[src/source/mmu_pkg.sv]
package mmu_pkg;

    localparam int va_w       = 32;
    localparam int pa_w       = 34;
    localparam int ppn_w      = 22;
    localparam int vpn_w      = 10;
    localparam int page_off_w = 12;
    localparam int pte_w      = 32;

    typedef enum logic [1:0] {
        acc_load  = 2'b00,
        acc_store = 2'b01,
        acc_fetch = 2'b10
    } access_e;

    // same encoding as mstatus.mpp
    typedef enum logic [1:0] {
        priv_u = 2'b00,
        priv_s = 2'b01,
        priv_m = 2'b11
    } priv_e;

    typedef enum logic [1:0] {
        walk_idle      = 2'b00,
        walk_mem_req   = 2'b01,
        walk_pte_check = 2'b10
    } walk_state_e;

    typedef struct packed {
        logic [11:0] ppn1;
        logic [9:0]  ppn0;
        logic [1:0]  rsw;
        logic        d;
        logic        a;
        logic        g;
        logic        u;
        logic        x;
        logic        w;
        logic        r;
        logic        v;
    } pte_t;

    typedef struct packed {
        logic bus_err;
        logic page_fault;
    } fault_t;

    // leaf permission check without mxr
    function automatic fault_t check_perm(pte_t pte, access_e access, priv_e priv, logic sum);
        fault_t f;
        f.bus_err    = 1'b0;
        f.page_fault = (access == acc_fetch && !pte.x) ||
                       (access == acc_load  && !pte.r) ||
                       (access == acc_store && !pte.w) ||
                       (priv == priv_u && !pte.u) ||
                       (priv == priv_s && pte.u && (!sum || access == acc_fetch)) ||
                       (access == acc_store && !pte.d) ||
                       !pte.a;
        return f;
    endfunction

endpackage
[src/source/mmu_if.sv]
`timescale 1ns/1ps

// request handed from the input side to the walker
interface mmu_req_if;
    logic                              start;
    logic [mmu_pkg::vpn_w-1:0]         vpn1;
    logic [mmu_pkg::vpn_w-1:0]         vpn0;
    logic [mmu_pkg::page_off_w-1:0]    offset;
    mmu_pkg::access_e                  access;
    mmu_pkg::priv_e                    priv;
    logic                              sum;

    modport master (output start, vpn1, vpn0, offset, access, priv, sum);
    modport slave  (input  start, vpn1, vpn0, offset, access, priv, sum);
endinterface

// walker writes a finished leaf into the entry cache
interface mmu_fill_if;
    logic                      fill;
    logic [mmu_pkg::vpn_w-1:0] vpn1;
    logic [mmu_pkg::vpn_w-1:0] vpn0;
    logic                      superpage;
    mmu_pkg::pte_t             pte;

    modport master (output fill, vpn1, vpn0, superpage, pte);
    modport slave  (input  fill, vpn1, vpn0, superpage, pte);
endinterface

interface mmu_result_if;
    logic                     done;
    logic [mmu_pkg::pa_w-1:0] pa;
    mmu_pkg::fault_t          fault;

    modport master (output done, pa, fault);
    modport slave  (input  done, pa, fault);
endinterface

[src/source/mmu_top.sv]
`timescale 1ns/1ps

module mmu_top (
    input  logic                        clk,
    input  logic                        rstn,
    input  logic                        va_valid,
    input  logic [mmu_pkg::va_w-1:0]    va,
    input  mmu_pkg::access_e            access,
    input  mmu_pkg::priv_e              prv,
    input  logic                        mprv,
    input  mmu_pkg::priv_e              mpp,
    input  logic                        sum,
    input  logic                        satp_mode,
    input  logic [mmu_pkg::ppn_w-1:0]   satp_ppn,
    input  logic                        flush,
    output logic                        mem_req,
    input  logic                        mem_gnt,
    output logic [mmu_pkg::pa_w-1:0]    mem_addr,
    input  logic                        mem_rvalid,
    input  logic [mmu_pkg::pte_w-1:0]   mem_rdata,
    input  logic                        mem_rerr,
    output logic                        pa_valid,
    output logic [mmu_pkg::pa_w-1:0]    pa,
    output mmu_pkg::fault_t             pa_bad
);

    logic [2*mmu_pkg::vpn_w-1:0] lookup_vpn;
    mmu_pkg::priv_e              eff_priv;
    logic                        cache_hit;
    logic [mmu_pkg::ppn_w-1:0]   cache_pa;
    mmu_pkg::fault_t             cache_fault;

    mmu_req_if    req_if ();
    mmu_fill_if   fill_if ();
    mmu_result_if fast_if ();
    mmu_result_if walk_if ();

    mmu_req_stage u_req_stage (
        .clk         (clk),
        .rstn        (rstn),
        .va_valid    (va_valid),
        .va          (va),
        .access      (access),
        .prv         (prv),
        .mprv        (mprv),
        .mpp         (mpp),
        .sum         (sum),
        .satp_mode   (satp_mode),
        .cache_hit   (cache_hit),
        .cache_pa    (cache_pa),
        .cache_fault (cache_fault),
        .lookup_vpn  (lookup_vpn),
        .eff_priv    (eff_priv),
        .req         (req_if.master),
        .fast        (fast_if.master)
    );

    mmu_entry_cache u_entry_cache (
        .clk        (clk),
        .rstn       (rstn),
        .flush      (flush),
        .lookup_vpn (lookup_vpn),
        .access     (access),
        .eff_priv   (eff_priv),
        .sum        (sum),
        .fill       (fill_if.slave),
        .hit        (cache_hit),
        .pa         (cache_pa),
        .fault      (cache_fault)
    );

    mmu_walker u_walker (
        .clk        (clk),
        .rstn       (rstn),
        .satp_ppn   (satp_ppn),
        .req        (req_if.slave),
        .fill       (fill_if.master),
        .res        (walk_if.master),
        .mem_req    (mem_req),
        .mem_gnt    (mem_gnt),
        .mem_addr   (mem_addr),
        .mem_rvalid (mem_rvalid),
        .mem_rdata  (mem_rdata),
        .mem_rerr   (mem_rerr)
    );

    mmu_resp_stage u_resp_stage (
        .clk      (clk),
        .rstn     (rstn),
        .fast     (fast_if.slave),
        .walk     (walk_if.slave),
        .pa_valid (pa_valid),
        .pa       (pa),
        .pa_bad   (pa_bad)
    );

endmodule

[src/source/mmu_resp_stage.sv]
`timescale 1ns/1ps

module mmu_resp_stage (
    input  logic                       clk,
    input  logic                       rstn,
    mmu_result_if.slave                fast,
    mmu_result_if.slave                walk,
    output logic                       pa_valid,
    output logic [mmu_pkg::pa_w-1:0]   pa,
    output mmu_pkg::fault_t            pa_bad
);

    always_ff @(posedge clk or negedge rstn) begin
        if (!rstn) begin
            pa_valid <= 1'b0;
        end else begin
            pa_valid <= fast.done || walk.done;
        end
    end

    // both sources never strobe together
    always_ff @(posedge clk) begin
        if (fast.done) begin
            pa     <= fast.pa;
            pa_bad <= fast.fault;
        end else if (walk.done) begin
            pa     <= walk.pa;
            pa_bad <= walk.fault;
        end
    end

endmodule

[src/source/mmu_walker.sv]
`timescale 1ns/1ps

module mmu_walker (
    input  logic                        clk,
    input  logic                        rstn,
    input  logic [mmu_pkg::ppn_w-1:0]   satp_ppn,
    mmu_req_if.slave                    req,
    mmu_fill_if.master                  fill,
    mmu_result_if.master                res,
    output logic                        mem_req,
    input  logic                        mem_gnt,
    output logic [mmu_pkg::pa_w-1:0]    mem_addr,
    input  logic                        mem_rvalid,
    input  logic [mmu_pkg::pte_w-1:0]   mem_rdata,
    input  logic                        mem_rerr
);

    mmu_pkg::walk_state_e             state;
    logic                             level;
    logic                             gnt_done;
    logic                             err_q;
    logic [mmu_pkg::ppn_w-1:0]        ppn_q;
    mmu_pkg::pte_t                    pte_q;
    mmu_pkg::fault_t                  perm;
    logic                             leaf;
    logic                             misaligned;
    logic                             pf;
    logic                             finish;
    logic                             descend;

    assign leaf       = pte_q.v && (pte_q.r || pte_q.x);
    // 4 MiB page needs ppn0 clear
    assign misaligned = level && (pte_q.ppn0 != '0);
    assign perm       = mmu_pkg::check_perm(pte_q, req.access, req.priv, req.sum);
    assign pf         = !pte_q.v || (pte_q.w && !pte_q.r) || (!leaf && !level) ||
                        (leaf && (misaligned || perm.page_fault));

    assign finish  = (state == mmu_pkg::walk_pte_check) && (err_q || leaf || pf);
    assign descend = (state == mmu_pkg::walk_pte_check) && !err_q && !leaf && !pf;

    assign mem_req  = (state == mmu_pkg::walk_mem_req) && !gnt_done;
    assign mem_addr = {ppn_q, level ? req.vpn1 : req.vpn0, 2'b00};

    always_ff @(posedge clk or negedge rstn) begin
        if (!rstn) begin
            state    <= mmu_pkg::walk_idle;
            level    <= 1'b1;
            gnt_done <= 1'b0;
            err_q    <= 1'b0;
        end else begin
            case (state)
                mmu_pkg::walk_idle: begin
                    if (req.start) begin
                        level <= 1'b1;
                        state <= mmu_pkg::walk_mem_req;
                    end
                end
                mmu_pkg::walk_mem_req: begin
                    if (mem_req && mem_gnt) begin
                        gnt_done <= 1'b1;
                    end
                    // response may come with the grant
                    if (mem_rvalid) begin
                        gnt_done <= 1'b0;
                        err_q    <= mem_rerr;
                        state    <= mmu_pkg::walk_pte_check;
                    end
                end
                mmu_pkg::walk_pte_check: begin
                    if (descend) begin
                        level <= 1'b0;
                        state <= mmu_pkg::walk_mem_req;
                    end else begin
                        state <= mmu_pkg::walk_idle;
                    end
                end
                default: state <= mmu_pkg::walk_idle;
            endcase
        end
    end

    always_ff @(posedge clk) begin
        if (state == mmu_pkg::walk_idle && req.start) begin
            ppn_q <= satp_ppn;
        end else if (descend) begin
            ppn_q <= {pte_q.ppn1, pte_q.ppn0};
        end
        if (state == mmu_pkg::walk_mem_req && mem_rvalid) begin
            pte_q <= mmu_pkg::pte_t'(mem_rdata);
        end
    end

    assign res.done             = finish;
    assign res.pa               = {pte_q.ppn1, level ? req.vpn0 : pte_q.ppn0, req.offset};
    assign res.fault.bus_err    = err_q;
    assign res.fault.page_fault = pf && !err_q;

    assign fill.fill      = finish && !err_q && !pf;
    assign fill.vpn1      = req.vpn1;
    assign fill.vpn0      = req.vpn0;
    assign fill.superpage = level;
    assign fill.pte       = pte_q;

endmodule

[src/source/mmu_entry_cache.sv]
`timescale 1ns/1ps

module mmu_entry_cache (
    input  logic                         clk,
    input  logic                         rstn,
    input  logic                         flush,
    input  logic [2*mmu_pkg::vpn_w-1:0]  lookup_vpn,
    input  mmu_pkg::access_e             access,
    input  mmu_pkg::priv_e               eff_priv,
    input  logic                         sum,
    mmu_fill_if.slave                    fill,
    output logic                         hit,
    output logic [mmu_pkg::ppn_w-1:0]    pa,
    output mmu_pkg::fault_t              fault
);

    logic                      valid;
    logic [mmu_pkg::vpn_w-1:0] vpn1_q;
    logic [mmu_pkg::vpn_w-1:0] vpn0_q;
    logic                      spage_q;
    mmu_pkg::pte_t             pte_q;
    logic [mmu_pkg::vpn_w-1:0] in_vpn1;
    logic [mmu_pkg::vpn_w-1:0] in_vpn0;

    assign in_vpn1 = lookup_vpn[2*mmu_pkg::vpn_w-1:mmu_pkg::vpn_w];
    assign in_vpn0 = lookup_vpn[mmu_pkg::vpn_w-1:0];

    // flush wins over a fill in the same cycle
    always_ff @(posedge clk or negedge rstn) begin
        if (!rstn) begin
            valid <= 1'b0;
        end else if (flush) begin
            valid <= 1'b0;
        end else if (fill.fill) begin
            valid <= 1'b1;
        end
    end

    always_ff @(posedge clk) begin
        if (fill.fill) begin
            vpn1_q  <= fill.vpn1;
            vpn0_q  <= fill.vpn0;
            spage_q <= fill.superpage;
            pte_q   <= fill.pte;
        end
    end

    // superpage covers all of vpn0
    assign hit   = valid && (in_vpn1 == vpn1_q) && (spage_q || in_vpn0 == vpn0_q);
    assign pa    = {pte_q.ppn1, spage_q ? in_vpn0 : pte_q.ppn0};
    // access type may differ from the one that filled the entry
    assign fault = mmu_pkg::check_perm(pte_q, access, eff_priv, sum);

endmodule

[src/source/mmu_req_stage.sv]
`timescale 1ns/1ps

module mmu_req_stage (
    input  logic                           clk,
    input  logic                           rstn,
    input  logic                           va_valid,
    input  logic [mmu_pkg::va_w-1:0]       va,
    input  mmu_pkg::access_e               access,
    input  mmu_pkg::priv_e                 prv,
    input  logic                           mprv,
    input  mmu_pkg::priv_e                 mpp,
    input  logic                           sum,
    input  logic                           satp_mode,
    input  logic                           cache_hit,
    input  logic [mmu_pkg::ppn_w-1:0]      cache_pa,
    input  mmu_pkg::fault_t                cache_fault,
    output logic [2*mmu_pkg::vpn_w-1:0]    lookup_vpn,
    output mmu_pkg::priv_e                 eff_priv,
    mmu_req_if.master                      req,
    mmu_result_if.master                   fast
);

    logic                     xlate_en;
    logic [mmu_pkg::va_w-1:0] va_q;

    // mprv applies to loads and stores only
    assign eff_priv   = (access != mmu_pkg::acc_fetch && mprv) ? mpp : prv;
    assign xlate_en   = (eff_priv != mmu_pkg::priv_m) && satp_mode;
    assign lookup_vpn = va[mmu_pkg::va_w-1:mmu_pkg::page_off_w];

    // bare passthrough or cached translation
    assign fast.done  = va_valid && (!xlate_en || cache_hit);
    assign fast.pa    = xlate_en ? {cache_pa, va[mmu_pkg::page_off_w-1:0]}
                                 : {{(mmu_pkg::pa_w-mmu_pkg::va_w){1'b0}}, va};
    assign fast.fault = xlate_en ? cache_fault : '0;

    assign req.start  = va_valid && xlate_en && !cache_hit;

    // operands held for the walker until the result is out
    always_ff @(posedge clk or negedge rstn) begin
        if (!rstn) begin
            req.access <= mmu_pkg::acc_load;
            req.priv   <= mmu_pkg::priv_u;
            req.sum    <= 1'b0;
        end else if (va_valid) begin
            req.access <= access;
            req.priv   <= eff_priv;
            req.sum    <= sum;
        end
    end

    always_ff @(posedge clk) begin
        if (va_valid) begin
            va_q <= va;
        end
    end

    assign req.vpn1   = va_q[mmu_pkg::page_off_w+mmu_pkg::vpn_w +: mmu_pkg::vpn_w];
    assign req.vpn0   = va_q[mmu_pkg::page_off_w +: mmu_pkg::vpn_w];
    assign req.offset = va_q[mmu_pkg::page_off_w-1:0];

endmodule

[config.mk]
export PLATFORM = sky130hd
export DESIGN_NAME = mmu_top
export DESIGN_NICKNAME = d
export VERILOG_FILES = /design/src/source/mmu_pkg.sv /design/src/source/mmu_if.sv /design/src/source/mmu_top.sv /design/src/source/mmu_resp_stage.sv /design/src/source/mmu_walker.sv /design/src/source/mmu_entry_cache.sv /design/src/source/mmu_req_stage.sv
export SDC_FILE = /design/constraint.sdc
export NUM_CORES = 1
export LEC_CHECK = 0
export ABC_AREA = 0
export BUFFER_PORTS_ARGS = -buffer_cell sky130_fd_sc_hd__buf_4
export CORE_MARGIN = 5
export CORE_UTILIZATION = 51
export CTS_BUF_LIST = sky130_fd_sc_hd__clkbuf_4
export CTS_CLUSTER_SIZE = 25
export DETAILED_ROUTE_END_ITERATION = 16
export GPL_ROUTABILITY_DRIVEN = 0
export GPL_TIMING_DRIVEN = 0
export PLACE_DENSITY_LB_ADDON = 0.05
export SETUP_SLACK_MARGIN = 0.15
export SYNTH_ARGS = -nofsm -noshare
export SYNTH_HDL_FRONTEND = slang
export SYNTH_HIERARCHICAL = 1
export SYNTH_SLANG_ARGS = --single-unit
[constraint.sdc]
create_clock -name clk -period 3.8 [get_ports clk]
set_input_delay 0.19 -clock clk [delete_from_list [all_inputs] [get_ports clk]]
set_output_delay 0.19 -clock clk [all_outputs]
set_load 0.1 [all_outputs]
==> flow_summary_export.csv, run 1 <==
group,metric,value,unit
run_status,status,"completed",
place,post-place-ws,0.713,ns
route,wl_met2,9710,um
sta,slew_headroom,0.425,
sta,worst_clock_skew,0.0175,ns
route,drc,0,
sta,setup_ws,0.688,ns
sta,maxSlewViolCount,0,
pwr,power_density,440,nW/um2
sta,max_freq,321,MHz
floorplan,io-pin-count,174,
sta,final-hold-violation-count,0,
floorplan,die_height,138,um
route,dr.pass1.iters,4,
pwr,power.total,4940,uW
finish,final_cells,1020,
global_route,grt_use_total,0.208,
route,drt-total-wl,19100,um
clock_tree,cts_sinks,180,
clock_tree,cts_tree,"built",
critical_path,cp_max_fo,10,
pwr,peakVddDrop,0.256,mV
critical_path,r2r_start,"u_entry_cache/vpn0_q[8]",
pwr,swShare,0.340,
critical_path,setup.worst_path.start_class,"input port",
route,num_vias,4940,
sta,fin_crit_sh,0.819,
logic_synthesis,syn-instance-count,500,
critical_path,arrival,3.44,ns
clock_tree,cts_root_buf,"clkbuf_4",
logic_synthesis,postSynthAreaPerCell,16.7,um2
clock_tree,hold_buffers,95,
finish,layout_commonest_cell,"buf_4",
route,wl_per_cell,18.7,um
clock_tree,htree_levels,4,
route,met1_length,8010,um
pwr,p_comb_frac,0.297,
route,drtIter0Drc,288,
sta,rsz0062_at_grt,"no",
global_route,grt-ovfl-total,0,
finish,seqCellArea,5350,um2
sta,tightest_slew,0.862,ns
finish,drive_gt1_frac,0.536,
route,met3_length,1110,um
clock_tree,cts_buffers,17,
critical_path,rr_worst_depth,8,
place,place_area,10000,um2
pwr,leakagePower,0.00450,uW
clock_tree,clk_pin_slew,0.15,ns
finish,fillCellCount,1127,
floorplan,start_util,0.523,
place,numPortBuffers,168,
worst_hold_path,min_path_type,"in2reg",
floorplan,rows,46,
critical_path,startpoint,"va[16]",
finish,layout_common_cells,"260 x buf_4, 168 x edfxtp_1, 95 x dlygate4sd3_1, 65 x mux2_2, 45 x mux2_4",
finish,final_area,11200,um2
floorplan,dieArea,19000,um2
place,place_hpwl,13000,um
global_route,grt_pass1_wl,29100,um
clock_tree,ctsResizeCount,0,
global_route,antenna_found_initial,1,
clock_tree,cts_max_path_buffers,2,
critical_path,critPathKind,"in2reg",
floorplan,core_area,15900,um2
pwr,pwr-share-seq,0.485,
pwr,switching_power,1680,uW
run,maxCapViolCount,0,
clock_tree,cts_setup_buffers,0,
pwr,internal_power,3260,uW
finish,area_delta_synth_final,34.9,%
critical_path,r2r-end,"u_walker/ppn_q[4]",
route,antenna_left,0,
global_route,grt_max_degree,34,
finish,multi_input_area,2150,um2
logic_synthesis,ys_warn_count,6,
finish,nNetsFinal,891,
sta,holdWs,0.0644,ns
critical_path,crit_path_end_kind,"flip-flop",
floorplan,die_w,138,um
pwr,p_clk_frac,0.218,
critical_path,rrSetupSlack,0.73,ns
route,dr.max_layer_used,"met4",
sta,timing.final.crit_period,3.11,ns
route,vias_per_cell,4.84,
clock_tree,clk_latency,0.57,ns
critical_path,crit_end,"u_walker/ppn_q[4]",
critical_path,crit_required,4.13,ns
global_route,grt_pass1_vias,5429,
place,dp.cells,891,
logic_synthesis,netlist_area,8340,um2
sta,setup_violations,0,
[per-stage QoR]
stage          TNS [ns]  utilization
2_1_floorplan         0            -
5_1_grt               0        0.705
6_report              0        0.705
3_3_place_gp     -61.90        0.620
3_5_place_dp          0        0.627
4_1_cts               0        0.705
[layer usage]
| metal | track usage | vias to the layer above |
|---|---|---|
| met2 | 0.352 | 142 |
| met4 | 0.0620 | 0 |
| met5 | 0 | - |
| met3 | 0.0483 | 16 |
| met1 | 0.268 | 2438 |
| li1 | - | 2344 |
[how the worst min path moves through the flow]
stage | slack (ns) | cells after the start | start | to
2_1_floorplan | -0.11 | 0 | rstn | u_entry_cache/valid
3_3_place_gp | 0.04 | 1 | rstn | u_resp_stage/pa_valid
3_5_place_dp | 0.04 | 1 | rstn | u_resp_stage/pa_valid
4_1_cts | 0.003 | 3 | prv[0] | u_req_stage/req.priv[0]
5_1_grt | 0.02 | 3 | prv[0] | u_req_stage/req.priv[0]
6_report | 0.06 | 3 | prv[0] | u_req_stage/req.priv[0]
[sequential cells by signal (all words and copies together), names as in the netlist]
signal / count
u_entry_cache/pa: 12
u_walker/fill.superpage: 1
u_entry_cache/spage_q: 1
u_req_stage/req.sum: 1
u_walker/ppn_q: 22
u_walker/gnt_done: 1
u_entry_cache/vpn1_q: 10
u_entry_cache/vpn0_q: 10
u_walker/fill.pte: 29
u_req_stage/va_q: 32
u_walker/state: 2
u_resp_stage/pa_bad: 2
u_req_stage/req.priv: 2
u_entry_cache/valid: 1
u_resp_stage/pa: 34
u_walker/err_q: 1
u_entry_cache/pte_q: 16
u_req_stage/req.access: 2
u_resp_stage/pa_valid: 1
[area by class of cell]
class                           count  share of cell area
Clock inverter                     15              0.0141
Multi-Input combinational cell    209               0.191
Tap cell                          216              0.0240
Sequential cell                   180               0.476
Antenna cell                        2            0.000445
Timing Repair Buffer              269               0.206
Buffer                            105              0.0744
Inverter                            7             0.00234
Clock buffer                       17              0.0114
[worst max-delay path, cell delays in order]
cell           delay, ns
dlygate4sd3_1       0.56
buf_4               0.15
buf_4               0.13
xor2_1              0.15
nor4_1              0.09
a41oi_1             0.31
nor3_1              0.13
nor4b_1             0.60
nor3b_4             0.53
buf_6               0.25
mux2_2              0.35
[power by group through the flow]
stage	Sequential [uW]	Combinational [uW]	Clock, uW
4_1_cts	2400	1480	1110
5_1_grt	2410	1530	1180
6_report	2400	1470	1080
2_1_floorplan	2840	640	0
3_3_place_gp	2440	1360	0
3_5_place_dp	2440	1390	0
Note: power is estimated with default switching activity, not from simulation.
==> run 2: changes to the inputs <==
--- a/config.mk
+++ b/config.mk
@@ -5,10 +5,10 @@
 export SDC_FILE = /design/constraint.sdc
 export NUM_CORES = 1
 export LEC_CHECK = 0
-export ABC_AREA = 0
+export ABC_AREA = 1
 export BUFFER_PORTS_ARGS = -buffer_cell sky130_fd_sc_hd__buf_4
 export CORE_MARGIN = 5
-export CORE_UTILIZATION = 51
+export CORE_UTILIZATION = 55
 export CTS_BUF_LIST = sky130_fd_sc_hd__clkbuf_4
 export CTS_CLUSTER_SIZE = 25
 export DETAILED_ROUTE_END_ITERATION = 16
==> constraint.sdc (replaced) <==
create_clock -name clk -period 3.21 [get_ports clk]
set_input_delay 0.1605 -clock clk [delete_from_list [all_inputs] [get_ports clk]]
set_output_delay 0.1605 -clock clk [all_outputs]
set_load 0.1 [all_outputs]
==> run 2 against run 1 <==
  * Setup slack worse by 0.23 ns
  * Sequential share of layout area is 0.18 points lower
  * Register-to-register slack worse by 0.28 ns
  * Via count is 24% higher
  * Worst hold slack better by 0.022 ns
  * Critical endpoint is now u_walker/ppn_q[19]
  * Clock power is 6% higher
  * Synthesized cell count is 54% higher
==> flow_summary_export.csv, run 2 <==
group,metric,value,unit
run_status,status,"completed",
clock_tree,cts_buffers,17,
critical_path,max_stage_delay,0.72,ns
sta,setup_violations,0,
critical_path,cp_common_cell,"nor2_1",
critical_path,setup.worst_path.start_class,"flip-flop",
route,vias_per_cell,4.85,
global_route,grt_use_met1,0.293,
finish,n_antenna_cell,0,
finish,regMostFlops,"u_resp_stage/pa",
critical_path,cp_slowest_cell,"inv_1",
floorplan,core_area,15100,um2
run,maxCapViolCount,0,
sta,worst_clock_skew,0.0171,ns
clock_tree,cts_tree,"built",
route,dr.pass1.iters,5,
clock_tree,cts_max_path_buffers,2,
sta,maxSlewViolCount,0,
global_route,grt-busiest-layer,"met2",
critical_path,cp_num_buf_inv,4,
floorplan,rows,45,
finish,largest_register_ffs,34,
floorplan,die_height,134,um
critical_path,critical_path.top_delay_family,"buffers and inverters",
place,place_hpwl,14400,um
sta,rsz0062_at_grt,"no",
route,num_vias,6123,
finish,layout_common_cells,"263 x buf_4, 242 x nand2_1, 168 x edfxtp_1, 98 x dlygate4sd3_1, 59 x inv_1",
worst_hold_path,min_path_type,"in2async",
route,drc,0,
critical_path,critPathKind,"reg2reg",
global_route,use_met2,0.415,
sta,holdWs,0.0867,ns
pwr,leakagePower,0.00509,uW
global_route,grt_pass1_wl,32500,um
critical_path,path_cells,"inv_2 > buf_6 > a21oi_2 > inv_1 > nand3_1 > nor2_1 > nor2_1 > nor2_1 > nand2_1 > inv_1",
finish,drive_gt1_frac,0.346,
clock_tree,cts_root_buf,"clkbuf_4",
clock_tree,cts_sinks,180,
finish,area_delta_synth_final,33.3,%
logic_synthesis,netlist_area,8470,um2
clock_tree,clk_latency,0.56,ns
logic_synthesis,syn-instance-count,772,
route,wl_per_cell,16.4,um
place,numPortBuffers,168,
global_route,grt_use_met3,0.0533,
global_route,grt_use_total,0.235,
pwr,power_density,662,nW/um2
pwr,peakVddDrop,0.433,mV
global_route,grt_pass1_vias,6279,
sta,slew_headroom,0.154,
floorplan,io-pin-count,174,
floorplan,start_util,0.559,
critical_path,cp_max_fo,22,
floorplan,dieArea,18000,um2
finish,layout_commonest_cell,"buf_4",
critical_path,crit_required,3.40,ns
route,drtIter0Drc,358,
sta,timing.final.crit_period,2.76,ns
logic_synthesis,postSynthAreaPerCell,11.0,um2
finish,nNetsFinal,1163,
sta,final-hold-violation-count,0,
sta,fin_crit_sh,0.858,
global_route,antenna_found_initial,0,
finish,final_core_util,0.745,
clock_tree,clk_pin_slew,0.13,ns
critical_path,crit_path_end_kind,"flip-flop",
logic_synthesis,ys_warn_count,6,
sta,tightest_slew,1.27,ns
route,drt-total-wl,20700,um
sta,max_freq,363,MHz
global_route,grt_max_degree,34,
critical_path,arrival,2.95,ns
route,antenna_left,0,
clock_tree,htree_levels,4,
global_route,grt-ovfl-total,0,
floorplan,die_w,134,um
run 2: worst register-to-register path: cells and delay by family, from the launching register on:
kind                   cells  cell delay, ns
AO/OA/AOI/OAI              1            0.06
buffers and inverters      4            1.13
flip-flops                 1            0.55
AND/OR/NAND/NOR            5            0.63
run 2: per-stage QoR:
stage	instances	setup TNS, ns	total power [uW]	area [um2]	setup WS (ns)
after detailed placement	1132	0	6280	10100	0.448
after CTS	1262	0	7510	11300	0.447
final	1262	0	7470	11300	0.454
after floorplan	773	0	5500	8470	0.257
after global placement	1129	-38.15	6200	9970	-0.677
after global routing	1262	0	7760	11300	0.260
run 2: what timing repair did:
action	CTS	global route
gates resized for setup	0	0
endpoints found under the hold margin	136	0
hold buffers	98	0
buffers inserted	0	0
run 2: worst paths after layout:
kind                       cells past startpoint                 endpoint                  start  slack (ns)
max                                           10       u_walker/ppn_q[19]  u_entry_cache/spage_q        0.45
max reg2reg                                   10       u_walker/ppn_q[19]  u_entry_cache/spage_q        0.45
min reg2reg                                    0  u_entry_cache/pte_q[18]  u_walker/fill.pte[18]        0.47
max in group asynchronous                      3      u_entry_cache/valid                   rstn        2.14
min                                            2  u_walker/fill.superpage                   rstn        0.09
min in group clk                               1      u_req_stage/va_q[8]               va_valid        0.09
run 2: cell type report:
cell class / instances / area, um2
plain buffers: 113 / 887
clock buffers: 18 / 135
clock inverters: 14 / 116
fillers: 1025 / 3860
inverters: 63 / 239
multi-input cells: 417 / 2010
flip-flops and latches: 180 / 5350
well taps: 188 / 235
repair buffers: 269 / 2320
run 2: power by group:
| part | internal [uW] | leakage (uW) | switching [uW] |
|---|---|---|---|
| registers | 3000 | 0.00172 | 154 |
| clock network | 382 | 0.000113 | 765 |
| logic | 810 | 0.00326 | 2360 |
| total | 4200 | 0.00509 | 3280 |
run 2: metal layers:
layer / share of wire / vias to the layer above
met5: 0 / -
met4: 0.013 / 0
met3: 0.074 / 21
met2: 0.52 / 220
met1: 0.39 / 2872
li1: - / 3010
==> run 3: changes to the inputs <==
--- a/config.mk
+++ b/config.mk
@@ -14,6 +14,7 @@
 export DETAILED_ROUTE_END_ITERATION = 16
 export GPL_ROUTABILITY_DRIVEN = 0
 export GPL_TIMING_DRIVEN = 0
+export MAX_ROUTING_LAYER = met4
 export PLACE_DENSITY_LB_ADDON = 0.05
 export SETUP_SLACK_MARGIN = 0.15
 export SYNTH_ARGS = -nofsm -noshare
==> run 3 against run 2 <==
  * Clock power hardly changed
  * Setup slack got worse by 0.038 ns
  * Sequential share of layout area stayed put
  * Non-clock buffer count did not move
==> flow_summary_export.csv, run 3 (synthesis gave the netlist of run 2 again) <==
group,metric,value,unit
clock_tree,cts_max_path_buffers,2,
pwr,internal_power,4200,uW
pwr,pwr-share-seq,0.422,
floorplan,die_height,134,um
sta,rsz0062_at_grt,"no",
route,drtIter0Drc,388,
route,drc,0,
finish,drive_gt1_frac,0.346,
finish,n_antenna_cell,0,
floorplan,io-pin-count,174,
finish,seqCellArea,5350,um2
critical_path,crit_end,"u_walker/ppn_q[19]",
clock_tree,cts_root_buf,"clkbuf_4",
sta,finalSetupTns,0,ns
pwr,power_density,662,nW/um2
clock_tree,hold_buffers,98,
route,wl_per_cell,16.4,um
finish,largest_register_ffs,34,
floorplan,dieArea,18000,um2
place,dp.cells,1132,
finish,multi_input_area,2010,um2
clock_tree,cts_setup_buffers,0,
sta,maxSlewViolCount,0,
sta,setup_violations,0,
pwr,switching_power,3280,uW
finish,nNetsFinal,1163,
critical_path,setup.worst_path.start_class,"flip-flop",
critical_path,cp_max_fo,22,
global_route,grt_max_degree,34,
finish,final_cells,1262,
global_route,grt_pass1_wl,32400,um
clock_tree,ctsResizeCount,0,
place,numPortBuffers,168,
pwr,swShare,0.439,
sta,tightest_slew,1.26,ns
critical_path,rrSetupSlack,0.42,ns
global_route,antenna_found_initial,0,
sta,worst_clock_skew,0.0139,ns
critical_path,rr_worst_depth,10,
global_route,grt-ovfl-total,0,
run_status,status,"completed",
critical_path,crit_required,3.39,ns
finish,regMostFlops,"u_resp_stage/pa",
critical_path,arrival,2.98,ns
floorplan,start_util,0.559,
clock_tree,htree_levels,4,
run,maxCapViolCount,0,
route,antenna_left,0,
clock_tree,cts_tree,"built",
critical_path,r2r_start,"u_entry_cache/spage_q",
global_route,grt_pass1_vias,6286,
critical_path,critPathKind,"reg2reg",
route,dr.pass1.iters,5,
finish,area_delta_synth_final,33.3,%
clock_tree,clk_latency,0.55,ns
pwr,p_comb_frac,0.425,
finish,fillCellCount,1025,
sta,slew_headroom,0.160,
place,place_hpwl,14400,um
sta,fin_crit_sh,0.870,
pwr,p_clk_frac,0.153,
floorplan,core_area,15100,um2
critical_path,startpoint,"u_entry_cache/spage_q",
global_route,grt_use_total,0.243,
clock_tree,clk_pin_slew,0.13,ns
pwr,leakagePower,0.00509,uW
sta,max_freq,358,MHz
critical_path,r2r-end,"u_walker/ppn_q[19]",
route,vias_per_cell,4.87,
sta,timing.final.crit_period,2.79,ns
route,drt-total-wl,20700,um
critical_path,crit_path_end_kind,"flip-flop",
floorplan,die_w,134,um
pwr,peakVddDrop,0.433,mV
clock_tree,cts_buffers,17,
sta,final-hold-violation-count,0,
finish,final_core_util,0.745,
clock_tree,cts_sinks,180,
finish,layout_common_cells,"263 x buf_4, 242 x nand2_1, 168 x edfxtp_1, 98 x dlygate4sd3_1, 59 x inv_1",
route,num_vias,6146,
floorplan,rows,45,
finish,layout_commonest_cell,"buf_4",
worst_hold_path,min_path_type,"in2async",
run 3: cell counts in the layout (fill, tap and decap cells not counted):
No cell type changed its count.
run 3: worst min-delay path by stage:
stage,start,end,slack (ns),depth (start not counted)
global route,rstn,u_walker/fill.superpage,0.04,2
global placement,rstn,u_entry_cache/valid,0.02,1
floorplan,rstn,u_entry_cache/valid,-0.14,0
CTS,rstn,u_walker/fill.superpage,0.04,2
finish,rstn,u_walker/fill.superpage,0.09,2
detailed placement,rstn,u_entry_cache/valid,0.03,1
run 3: layout make-up:
cell class / count / share of cell area
Sequential cell: 180 / 0.474
Clock buffer: 18 / 0.0120
Tap cell: 188 / 0.0208
Buffer: 113 / 0.0786
Inverter: 63 / 0.0212
Multi-Input combinational cell: 417 / 0.178
Timing Repair Buffer: 269 / 0.205
Clock inverter: 14 / 0.0103
run 3: power by group through the flow:
stage	logic [uW]	registers, uW	clock network [uW]
floorplan	1230	4270	0
global placement	3000	3200	0
detailed placement	3070	3210	0
CTS	3170	3160	1180
global route	3320	3190	1260
finish	3180	3160	1140
run 3: per-layer routing:
metal  share of wire  vias to the layer above  global-route usage
met4           0.013                        0              0.0571
li1                -                     3011                   -
met5               0                        -                   -
met3           0.064                       19              0.0525
met2            0.52                      209               0.415
met1            0.41                     2907               0.299
run 3: worst max-delay path, stage by stage, from the launching register on:
cell      delay, ns
edfxtp_1       0.57
inv_2          0.19
buf_6          0.17
a21oi_2        0.06
inv_1          0.06
nand3_1        0.13
nor2_1         0.25
nor2_1         0.08
nor2_1         0.09
nand2_1        0.11
inv_1          0.72
run 3: stage by stage:
| stage | hold WS [ns] | instance area, um2 | worst slack [ns] | power [uW] |
|---|---|---|---|---|
| 2_1_floorplan | -0.135 | 8470 | 0.257 | 5500 |
| 4_1_cts | 0.0432 | 11300 | 0.447 | 7510 |
| 3_3_place_gp | 0.0226 | 9970 | -0.677 | 6200 |
| 5_1_grt | 0.0420 | 11300 | 0.260 | 7770 |
| 6_report | 0.0937 | 11300 | 0.416 | 7470 |
| 3_5_place_dp | 0.0274 | 10100 | 0.448 | 6280 |
